--- src/sparse_decoder_consts.svh ---
`ifndef SPARSE_DECODER_CONSTS_SVH
`define SPARSE_DECODER_CONSTS_SVH

// memory port widths
`define SMD_ADDR_W 48
`define SMD_DATA_W 64

// words per response FIFO, also the credit limit of each fetcher
`define SMD_FIFO_DEPTH 16

// cycles one fetcher may own the request port
`define SMD_SLICE_CYCLES 32

// command word layout
// opcode sits below ARG_PE, broadcast bit just below ARG_1
`define SMD_OP_ARG_PE 4
`define SMD_OP_ARG_1 12
`define SMD_OP_ARG_2 16

`endif

--- src/smac_pkg.sv ---
`default_nettype none

`include "sparse_decoder_consts.svh"

package smac_pkg;

    typedef enum logic [3:0] {
        OP_NOP    = 4'd0,
        OP_RST    = 4'd1,
        OP_LD     = 4'd2,
        OP_STEADY = 4'd3
    } opcode_t;

    typedef logic [`SMD_ADDR_W-1:0] mem_addr_t;

    // tag carried with each request and echoed on the response
    typedef enum logic {
        TAG_INDEX = 1'b0,
        TAG_VALUE = 1'b1
    } mem_tag_t;

    // 0/1 start pointers, 2/3 end pointers, 4/5 output counts
    typedef logic [3:0] reg_sel_t;

    typedef struct packed {
        logic      valid;
        reg_sel_t  sel;
        mem_addr_t value;
    } reg_load_t;

endpackage

`default_nettype wire

--- src/stream_pkg.sv ---
`default_nettype none

`include "sparse_decoder_consts.svh"

package stream_pkg;

    typedef enum logic [1:0] {
        CODE_NEWLINE = 2'd0,
        CODE_DELTA   = 2'd1
    } index_code_t;

    // pre-decoded index word, delta is the column gap minus one
    typedef struct packed {
        logic [`SMD_DATA_W-35:0] unused;
        logic [31:0]             delta;
        index_code_t             code;
    } index_word_t;

    typedef logic [`SMD_DATA_W-1:0] value_word_t;

    typedef logic [31:0] coord_t;

endpackage

`default_nettype wire

--- src/fetch_port_if.sv ---
`timescale 1ns/1ns
`default_nettype none

interface fetch_port_if;
    import smac_pkg::*;

    logic      want;
    mem_addr_t addr;
    logic      grant;
    logic      at_end;

    modport fetcher (output want, output addr, output at_end, input grant);

    modport arbiter (input want, input addr, output grant);

    // completion watch only
    modport monitor (input at_end);

endinterface

`default_nettype wire

--- src/command_decoder.sv ---
`timescale 1ns/1ns
`default_nettype none

`include "sparse_decoder_consts.svh"

module command_decoder #(
    parameter int PE_ID = 0
) (
    input  wire                     clk,
    input  wire                     rst,
    input  wire [`SMD_DATA_W-1:0]   op,
    input  wire                     idx_done,
    input  wire                     val_done,
    fetch_port_if.monitor           port_a,
    fetch_port_if.monitor           port_b,
    output smac_pkg::reg_load_t     load,
    output logic                    streaming,
    output logic                    busy,
    output logic                    soft_rst
);
    import smac_pkg::*;

    localparam int PE_W = `SMD_OP_ARG_1 - 1 - `SMD_OP_ARG_PE;

    typedef enum logic {
        S_IDLE,
        S_STEADY
    } state_t;

    state_t          state;
    opcode_t         opcode;
    logic [PE_W-1:0] pe_field;
    logic            broadcast;
    logic            active;
    logic            all_done;

    assign opcode    = opcode_t'(op[`SMD_OP_ARG_PE-1:0]);
    assign pe_field  = op[`SMD_OP_ARG_1-2:`SMD_OP_ARG_PE];
    assign broadcast = op[`SMD_OP_ARG_1-1];
    assign active    = broadcast || (pe_field == PE_W'(PE_ID));

    // both streams fetched and both outputs drained
    assign all_done = port_a.at_end && port_b.at_end && idx_done && val_done;

    assign busy = state == S_STEADY;
    // no new requests in the last steady cycle
    assign streaming = busy && !all_done;

    always_ff @(posedge clk) begin
        load.sel   <= reg_sel_t'(op[`SMD_OP_ARG_2-1:`SMD_OP_ARG_1]);
        load.value <= op[`SMD_DATA_W-1:`SMD_OP_ARG_2];
        if (rst) begin
            state      <= S_IDLE;
            load.valid <= 1'b0;
            soft_rst   <= 1'b0;
        end else begin
            load.valid <= active && opcode == OP_LD;
            soft_rst   <= active && opcode == OP_RST;
            if (active && opcode == OP_RST) begin
                state <= S_IDLE;
            end else if (active && opcode == OP_STEADY) begin
                state <= S_STEADY;
            end else if (state == S_STEADY && all_done) begin
                state <= S_IDLE;
            end
        end
    end

endmodule

`default_nettype wire

--- src/fetch_arbiter.sv ---
`timescale 1ns/1ns
`default_nettype none

`include "sparse_decoder_consts.svh"

module fetch_arbiter (
    input  wire                 clk,
    input  wire                 rst,
    input  wire                 req_mem_stall,
    fetch_port_if.arbiter       port_a,
    fetch_port_if.arbiter       port_b,
    output logic                req_mem_ld,
    output smac_pkg::mem_addr_t req_mem_addr,
    output smac_pkg::mem_tag_t  req_mem_tag
);
    import smac_pkg::*;

    localparam int SW = $clog2(`SMD_SLICE_CYCLES);

    mem_tag_t  owner;
    logic [SW-1:0] slice_cnt;
    logic      hold;
    logic      want_own;
    logic      want_other;
    logic      slice_over;
    logic      issue;
    mem_addr_t own_addr;

    // pending request not taken by memory
    assign hold = req_mem_ld && req_mem_stall;

    assign want_own   = (owner == TAG_INDEX) ? port_a.want : port_b.want;
    assign want_other = (owner == TAG_INDEX) ? port_b.want : port_a.want;
    assign own_addr   = (owner == TAG_INDEX) ? port_a.addr : port_b.addr;
    assign slice_over = slice_cnt == SW'(`SMD_SLICE_CYCLES - 1);

    assign issue        = want_own && !hold;
    assign port_a.grant = issue && owner == TAG_INDEX;
    assign port_b.grant = issue && owner == TAG_VALUE;

    always_ff @(posedge clk) begin
        if (rst) begin
            req_mem_ld <= 1'b0;
            owner      <= TAG_INDEX;
            slice_cnt  <= '0;
        end else begin
            if (!hold) begin
                req_mem_ld <= issue;
            end
            // hand over on slice expiry or when the owner goes quiet
            if (want_other && (slice_over || !want_own)) begin
                owner     <= (owner == TAG_INDEX) ? TAG_VALUE : TAG_INDEX;
                slice_cnt <= '0;
            end else if (slice_over) begin
                slice_cnt <= '0;
            end else begin
                slice_cnt <= slice_cnt + 1'b1;
            end
        end
    end

    always_ff @(posedge clk) begin
        if (issue) begin
            req_mem_addr <= own_addr;
            req_mem_tag  <= owner;
        end
    end

endmodule

`default_nettype wire

--- src/index_builder.sv ---
`timescale 1ns/1ns
`default_nettype none

`include "sparse_decoder_consts.svh"

module index_builder (
    input  wire                        clk,
    input  wire                        rst,
    input  wire                        soft_rst,
    input  wire smac_pkg::reg_load_t   load,
    input  wire stream_pkg::index_word_t word,
    input  wire                        empty,
    input  wire                        stall_index,
    output logic                       pop,
    output logic                       push_index,
    output stream_pkg::coord_t         row,
    output stream_pkg::coord_t         col,
    output logic                       done
);
    import smac_pkg::*;
    import stream_pkg::*;

    localparam reg_sel_t COUNT_SEL = reg_sel_t'(4);

    logic [`SMD_ADDR_W-1:0] count;
    logic        s1_valid;
    index_code_t s1_code;
    coord_t      s1_delta;
    logic        s2_valid;
    index_code_t s2_code;
    coord_t      s2_step;

    // count is the number of coordinates still to push
    assign pop  = !empty && !stall_index && count != '0;
    assign done = count == '0 && !s1_valid && !s2_valid;

    always_ff @(posedge clk) begin
        s1_code  <= word.code;
        s1_delta <= word.delta;
        s2_code  <= s1_code;
        s2_step  <= s1_delta + coord_t'(1);
    end

    always_ff @(posedge clk) begin
        if (rst || soft_rst) begin
            s1_valid   <= 1'b0;
            s2_valid   <= 1'b0;
            push_index <= 1'b0;
            row        <= '0;
            col        <= '1;
            count      <= '0;
        end else begin
            s1_valid   <= pop;
            s2_valid   <= s1_valid;
            push_index <= 1'b0;
            if (s2_valid) begin
                if (s2_code == CODE_DELTA) begin
                    col <= col + s2_step;
                    // words past the count still move col but never push
                    if (count != '0) begin
                        push_index <= 1'b1;
                        count      <= count - 1'b1;
                    end
                end else if (s2_code == CODE_NEWLINE) begin
                    row <= row + coord_t'(1);
                    col <= '1;
                end
            end
            if (load.valid && load.sel == COUNT_SEL) begin
                count <= load.value;
            end
        end
    end

endmodule

`default_nettype wire

--- src/response_fifo.sv ---
`timescale 1ns/1ns
`default_nettype none

`include "sparse_decoder_consts.svh"

module response_fifo #(
    parameter type payload_t = logic [`SMD_DATA_W-1:0]
) (
    input  wire           clk,
    input  wire           rst,
    input  wire           push,
    input  wire payload_t din,
    input  wire           pop,
    output payload_t      dout,
    output logic          empty
);
    localparam int DEPTH = `SMD_FIFO_DEPTH;
    localparam int AW    = $clog2(DEPTH);

    payload_t      mem [DEPTH];
    logic [AW-1:0] wr_ptr;
    logic [AW-1:0] rd_ptr;
    logic [AW:0]   count;
    logic          do_pop;

    assign empty  = count == '0;
    assign do_pop = pop && !empty;
    // show-ahead read, head word visible while not empty
    assign dout   = mem[rd_ptr];

    always_ff @(posedge clk) begin
        if (push) begin
            mem[wr_ptr] <= din;
        end
    end

    // pointers wrap on their own, depth is a power of two
    always_ff @(posedge clk) begin
        if (rst) begin
            wr_ptr <= '0;
            rd_ptr <= '0;
            count  <= '0;
        end else begin
            if (push) begin
                wr_ptr <= wr_ptr + 1'b1;
            end
            if (do_pop) begin
                rd_ptr <= rd_ptr + 1'b1;
            end
            case ({push, do_pop})
                2'b10:   count <= count + 1'b1;
                2'b01:   count <= count - 1'b1;
                default: count <= count;
            endcase
        end
    end

endmodule

`default_nettype wire

--- src/sparse_matrix_decoder.sv ---
`timescale 1ns/1ns
`default_nettype none

`include "sparse_decoder_consts.svh"

module sparse_matrix_decoder #(
    parameter int PE_ID = 0
) (
    input  wire                      clk,
    input  wire                      rst,
    input  wire [`SMD_DATA_W-1:0]    op,
    output logic                     busy,
    output logic                     req_mem_ld,
    output smac_pkg::mem_addr_t      req_mem_addr,
    output smac_pkg::mem_tag_t       req_mem_tag,
    input  wire                      req_mem_stall,
    input  wire                      rsp_mem_push,
    input  wire smac_pkg::mem_tag_t  rsp_mem_tag,
    input  wire [`SMD_DATA_W-1:0]    rsp_mem_q,
    output logic                     push_index,
    output stream_pkg::coord_t       row,
    output stream_pkg::coord_t       col,
    input  wire                      stall_index,
    output logic                     push_val,
    output stream_pkg::value_word_t  val,
    input  wire                      stall_val
);
    import smac_pkg::*;
    import stream_pkg::*;

    reg_load_t   load;
    logic        streaming;
    logic        soft_rst;
    logic        idx_done;
    logic        val_done;
    index_word_t idx_word;
    value_word_t val_word;
    logic        idx_empty;
    logic        val_empty;
    logic        idx_pop;
    logic        val_pop;

    // port_a walks the index stream, port_b the value stream
    fetch_port_if port_a ();
    fetch_port_if port_b ();

    command_decoder #(.PE_ID(PE_ID)) i_cmd (
        .clk(clk), .rst(rst), .op(op), .idx_done(idx_done), .val_done(val_done),
        .port_a(port_a.monitor), .port_b(port_b.monitor), .load(load),
        .streaming(streaming), .busy(busy), .soft_rst(soft_rst)
    );

    stream_fetcher #(.STREAM(0)) i_idx_fetch (
        .clk(clk), .rst(rst), .soft_rst(soft_rst), .load(load),
        .streaming(streaming), .credit_back(idx_pop), .port(port_a.fetcher)
    );

    stream_fetcher #(.STREAM(1)) i_val_fetch (
        .clk(clk), .rst(rst), .soft_rst(soft_rst), .load(load),
        .streaming(streaming), .credit_back(val_pop), .port(port_b.fetcher)
    );

    fetch_arbiter i_arb (
        .clk(clk), .rst(rst), .req_mem_stall(req_mem_stall),
        .port_a(port_a.arbiter), .port_b(port_b.arbiter), .req_mem_ld(req_mem_ld),
        .req_mem_addr(req_mem_addr), .req_mem_tag(req_mem_tag)
    );

    // responses steered by tag, FIFOs flushed with the soft reset
    response_fifo #(.payload_t(index_word_t)) i_idx_fifo (
        .clk(clk), .rst(rst || soft_rst), .push(rsp_mem_push && rsp_mem_tag == TAG_INDEX),
        .din(index_word_t'(rsp_mem_q)), .pop(idx_pop), .dout(idx_word), .empty(idx_empty)
    );

    response_fifo #(.payload_t(value_word_t)) i_val_fifo (
        .clk(clk), .rst(rst || soft_rst), .push(rsp_mem_push && rsp_mem_tag == TAG_VALUE),
        .din(rsp_mem_q), .pop(val_pop), .dout(val_word), .empty(val_empty)
    );

    index_builder i_idx (
        .clk(clk), .rst(rst), .soft_rst(soft_rst), .load(load), .word(idx_word),
        .empty(idx_empty), .stall_index(stall_index), .pop(idx_pop),
        .push_index(push_index), .row(row), .col(col), .done(idx_done)
    );

    value_drain i_val (
        .clk(clk), .rst(rst), .soft_rst(soft_rst), .load(load), .word(val_word),
        .empty(val_empty), .stall_val(stall_val), .pop(val_pop),
        .push_val(push_val), .val(val), .done(val_done)
    );

endmodule

`default_nettype wire

--- src/stream_fetcher.sv ---
`timescale 1ns/1ns
`default_nettype none

`include "sparse_decoder_consts.svh"

module stream_fetcher #(
    parameter int STREAM = 0
) (
    input  wire                     clk,
    input  wire                     rst,
    input  wire                     soft_rst,
    input  wire smac_pkg::reg_load_t load,
    input  wire                     streaming,
    input  wire                     credit_back,
    fetch_port_if.fetcher           port
);
    import smac_pkg::*;

    // start pointer in register STREAM, end pointer two above it
    localparam reg_sel_t START_SEL = reg_sel_t'(STREAM);
    localparam reg_sel_t END_SEL   = reg_sel_t'(STREAM + 2);
    localparam int CW = $clog2(`SMD_FIFO_DEPTH + 1);

    mem_addr_t     ptr;
    mem_addr_t     end_ptr;
    logic [CW-1:0] credits;
    logic          at_end;

    assign at_end      = ptr == end_ptr;
    assign port.at_end = at_end;
    assign port.addr   = ptr;
    // one credit per free FIFO slot, so a response always has room
    assign port.want   = streaming && !at_end && credits != '0;

    always_ff @(posedge clk) begin
        if (rst || soft_rst) begin
            ptr     <= '0;
            end_ptr <= '0;
            credits <= CW'(`SMD_FIFO_DEPTH);
        end else begin
            if (load.valid && load.sel == START_SEL) begin
                ptr <= load.value;
            end else if (port.grant) begin
                ptr <= ptr + mem_addr_t'(8);
            end
            if (load.valid && load.sel == END_SEL) begin
                end_ptr <= load.value;
            end
            case ({port.grant, credit_back})
                2'b10:   credits <= credits - 1'b1;
                2'b01:   credits <= credits + 1'b1;
                default: credits <= credits;
            endcase
        end
    end

endmodule

`default_nettype wire

--- src/value_drain.sv ---
`timescale 1ns/1ns
`default_nettype none

`include "sparse_decoder_consts.svh"

module value_drain (
    input  wire                         clk,
    input  wire                         rst,
    input  wire                         soft_rst,
    input  wire smac_pkg::reg_load_t    load,
    input  wire stream_pkg::value_word_t word,
    input  wire                         empty,
    input  wire                         stall_val,
    output logic                        pop,
    output logic                        push_val,
    output stream_pkg::value_word_t     val,
    output logic                        done
);
    import smac_pkg::*;

    localparam reg_sel_t COUNT_SEL = reg_sel_t'(5);

    logic [`SMD_ADDR_W-1:0] count;

    assign pop  = !empty && !stall_val && count != '0;
    assign done = count == '0 && !push_val;

    always_ff @(posedge clk) begin
        if (pop) begin
            val <= word;
        end
    end

    always_ff @(posedge clk) begin
        if (rst || soft_rst) begin
            push_val <= 1'b0;
            count    <= '0;
        end else begin
            push_val <= pop;
            if (load.valid && load.sel == COUNT_SEL) begin
                count <= load.value;
            end else if (pop) begin
                count <= count - 1'b1;
            end
        end
    end

endmodule

`default_nettype wire
--- config.mk ---
export PLATFORM = sky130hd
export DESIGN_NAME = sparse_matrix_decoder
export DESIGN_NICKNAME = d
export VERILOG_FILES = /design/src/smac_pkg.sv /design/src/stream_pkg.sv /design/src/fetch_port_if.sv /design/src/command_decoder.sv /design/src/fetch_arbiter.sv /design/src/index_builder.sv /design/src/response_fifo.sv /design/src/sparse_matrix_decoder.sv /design/src/stream_fetcher.sv /design/src/value_drain.sv
export VERILOG_INCLUDE_DIRS = /design/src
export SDC_FILE = /design/constraint.sdc
export NUM_CORES = 2
export LEC_CHECK = 0
export ABC_AREA = 1
export BUFFER_PORTS_ARGS = -buffer_cell sky130_fd_sc_hd__buf_2
export CAP_MARGIN = 0
export CORE_ASPECT_RATIO = 2
export CORE_MARGIN = 2
export CORE_UTILIZATION = 40
export DETAILED_ROUTE_END_ITERATION = 10
export GPL_ROUTABILITY_DRIVEN = 0
export PLACE_DENSITY = 0.55
export REMOVE_ABC_BUFFERS = 1
export SLEW_MARGIN = 5
export SYNTH_ARGS = -nofsm -noshare
export SYNTH_HDL_FRONTEND = slang
export SYNTH_HIERARCHICAL = 1
export SYNTH_SLANG_ARGS = --single-unit
--- constraint.sdc ---
create_clock -name clk -period 4.7 [get_ports clk]
set_clock_uncertainty 0.05 [all_clocks]
set_input_delay 0.47 -clock clk [delete_from_list [all_inputs] [get_ports clk]]
set_output_delay 0.47 -clock clk [all_outputs]
set_load 0.02 [all_outputs]
==> run_results.csv <==
group,metric,value,unit
sta,setup_violations,0,
pwr,switching_share,30.3,%
die,core,245000,sq um
clocking,cts.sinks,2211,
finish,syn_to_final_growth,12.4,%
clocking,clock_path_buffers,4,
clocking,postCtsSetupBuffers,0,
sta,timing.final.crit_share,95.9,%
worst_setup_path,critPathMaxFanout,7,
worst_setup_path,r2r-end,"i_idx_fetch/credits[3]",
grt,grt_antenna_before_repair,30,
sta,rsz0062_at_grt,"false",
die,fp.dieH,706,microns
placed_design,dp_hpwl,210000,microns
worst_setup_path,cp_data_arrival_time,5210,ps
placed_design,io_buffer_count,315,
worst_setup_path,r2r_start,"i_idx_fetch/port.addr[12]",
pwr,pwr-share-comb,19.5,%
finish,post-route-util,45.2,%
worst_setup_path,r2r_slack,190,ps
clocking,clockRootBuffer,"clkbuf_16",
synth,synthesis.area,98700,sq um
worst_setup_path,critPathLaunchType,"register",
hold_path,whs_path_depth,1,
die,dieArea,251000,sq um
drt,num_vias,72700,
grt,grt_pass1_vias,70900,
clocking,cts_tree,"built",
placed_design,dp.cells,13200,
grt,grt_use_met3,4.14,%
drt,ant_nets,0,
synth,avgSynthCellArea,9.86,sq um
finish,layout.cells.non_filler,13700,
pwr,internal_power,34.3,mW
clocking,clock_latency,900,ps
die,initial_utilization,40.3,%
grt,grt-busiest-layer,"met2",
synth,synth_cells,10000,
grt,grt_max_degree,187,
finish,final_layout_size_suffix_gt1_share,9.64,%
grt,grt_overflow_total,0,
grt,grt_usage,25.1,%
finish,final_nets,10500,
pwr,seqPwrFrac,46.2,%
synth,yosysWarnings,6,
drt,wire_per_inst,23.5,microns
worst_setup_path,end_kind,"register",
grt,use_met1,26.0,%
die,rows,257,
worst_setup_path,rr_worst_depth,26,
clocking,path_clk_slew,70,ps
die,die_w,355,microns
drt,drtIter0Drc,6218,
worst_setup_path,crit_required,5400,ps
pwr,clockPowerShare,34.3,%
sta,drv_slew,0,
sta,timing.fmax,222,MHz
pwr,switching_power,14.9,mW
drt,drc,0,
drt,vias_per_cell,5.31,
sta,maxSlewHeadroom,9.91,%
grt,grt_pass1_wl,465000,microns
sta,final_hold_viol_count,0,
pwr,cellPowerDensity,444,nW/um^2
hold_path,hp-start,"rsp_mem_q[3]",
sta,fin_crit,4510,ps
worst_setup_path,path_class,"register to register",
flow_run,drv_cap,0,
clocking,cts_buffers,204,
pwr,worst_ir_drop_vdd,0.311,mV
die,io_pins,316,
drt,dr.pass1.iters,7,
pwr,p_leak,41.8,nW
hold_path,hold_path_class,"input port to register",
sta,hold_ws,53.6,ps
drt,wl,322000,microns
hold_path,hold_end,"i_val_fifo/mem[4][3]",
grt,use_met2,45.9,%
pwr,p_total,49.2,mW
finish,fillers,22900,
clocking,htree_levels,4,
sta,tightest_slew,1350,ps
outcome,outcome,"completed",
[sequential cells by signal, summed over array words and instances (netlist names), 48 cells and up, named ones only]
name	cells
i_idx_fifo/mem	544
i_val/count	48
i_val_fetch/end_ptr	48
i_val_fetch/port.addr	48
i_val/val	64
i_idx_fetch/end_ptr	48
i_idx_fetch/port.addr	48
i_val_fifo/mem	1024
i_idx/count	48
i_arb/req_mem_addr	48
i_cmd/load	53
[worst max-delay path by stage]
stage / start / cells past startpoint / slack (ps) / end
after floorplan: register / 4 / -13040 / i_val/val[0]
after global placement: i_idx_fetch/port.addr[4] / 25 / 340 / i_val_fetch/credits[3]
after detailed placement: i_idx_fetch/port.addr[20] / 26 / 400 / i_idx_fetch/credits[3]
after CTS: i_idx_fetch/port.addr[12] / 26 / 370 / i_idx_fetch/credits[3]
after global routing: i_idx_fetch/port.addr[21] / 26 / 20 / i_val_fetch/credits[3]
final: i_idx_fetch/port.addr[12] / 26 / 190 / i_idx_fetch/credits[3]
[area by class of cell]
class | count | area (sq um) | area share, %
diodes | 12 | 30.0 | 0.0271
clock buffers | 266 | 5600 | 5.05
clock inverters | 107 | 1050 | 0.951
inverters | 1385 | 5210 | 4.70
multi-input cells | 5906 | 29600 | 26.7
flip-flops and latches | 2211 | 61100 | 55.1
well taps | 3237 | 4050 | 3.65
repair buffers | 562 | 4150 | 3.74
[layer usage]
metal  wire [microns]  vias to the layer above
li1                 -                    34200
met1           113000                    35000
met2           166000                     2484
met3            17300                      961
met4            25500                       12
met5               73                        -
[critical path: stages, from the launching register on]
cell and delay, ps:
dfxtp_1 490, inv_1 70, nand2_1 60, nand4_1 120, nor3_1 170, nand2_1 80, nor2_1 520, nand3_1 460
inv_1 140, nand4_1 110, and2_1 180, o21ai_0 70, inv_1 50, nand2_1 60, inv_1 70, inv_1 70
nor3_1 60, inv_1 120, ha_1 240, inv_1 110, ha_1 340, nand2_1 90, nor2_1 50, a211oi_1 300
xnor2_1 120, o21ai_0 150, inv_1 60
[power by group through the flow]
stage          clock [mW]  sequential (mW)  combinational, mW
3_5_place_dp            0             23.1               9.54
6_report             16.9             22.7               9.62
4_1_cts              17.2             22.7               9.66
5_1_grt              17.9             22.8               10.8
3_3_place_gp            0             23.1               9.39
2_1_floorplan           0             23.2               4.70
[repair_timing]
| item | in CTS | in global routing |
|---|---|---|
| endpoints found under the setup margin | 0 | 14 |
| hold endpoints to repair | 554 | 0 |
| resized for setup | 0 | 1 |
| hold buffers | 98 | 0 |
[per-stage QoR]
step / instance area, sq um / TNS, ps / setup slack (ps)
4_1_cts: 111000 / 0 / 367
2_1_floorplan: 95600 / -1007370 / -13040
3_5_place_dp: 103000 / 0 / 399
5_1_grt: 111000 / 0 / 15.3
6_report: 111000 / 0 / 192
3_3_place_gp: 103000 / 0 / 339
[cell usage in the layout, fill, tap and decap left out, drive strengths merged, types with 8 or more instances in the layout]
cell type and count:
dfxtp 530, nand4 66, edfxtp 1681, nand2 1951, nand3b 8, o21ai 724
buf 464, diode 12, o211ai 392, nand3 854, and2 11, clkinvlp 8
nor3 74, bufinv 18, xnor2 50, a21oi 730, ha 67, or2 19
xor2 132, clkinv 85, a31oi 25, inv 1381, dlygate4sd3 98, clkbuf 266
o21bai 23, nor2 743
Power figures use the tool's default switching activity.
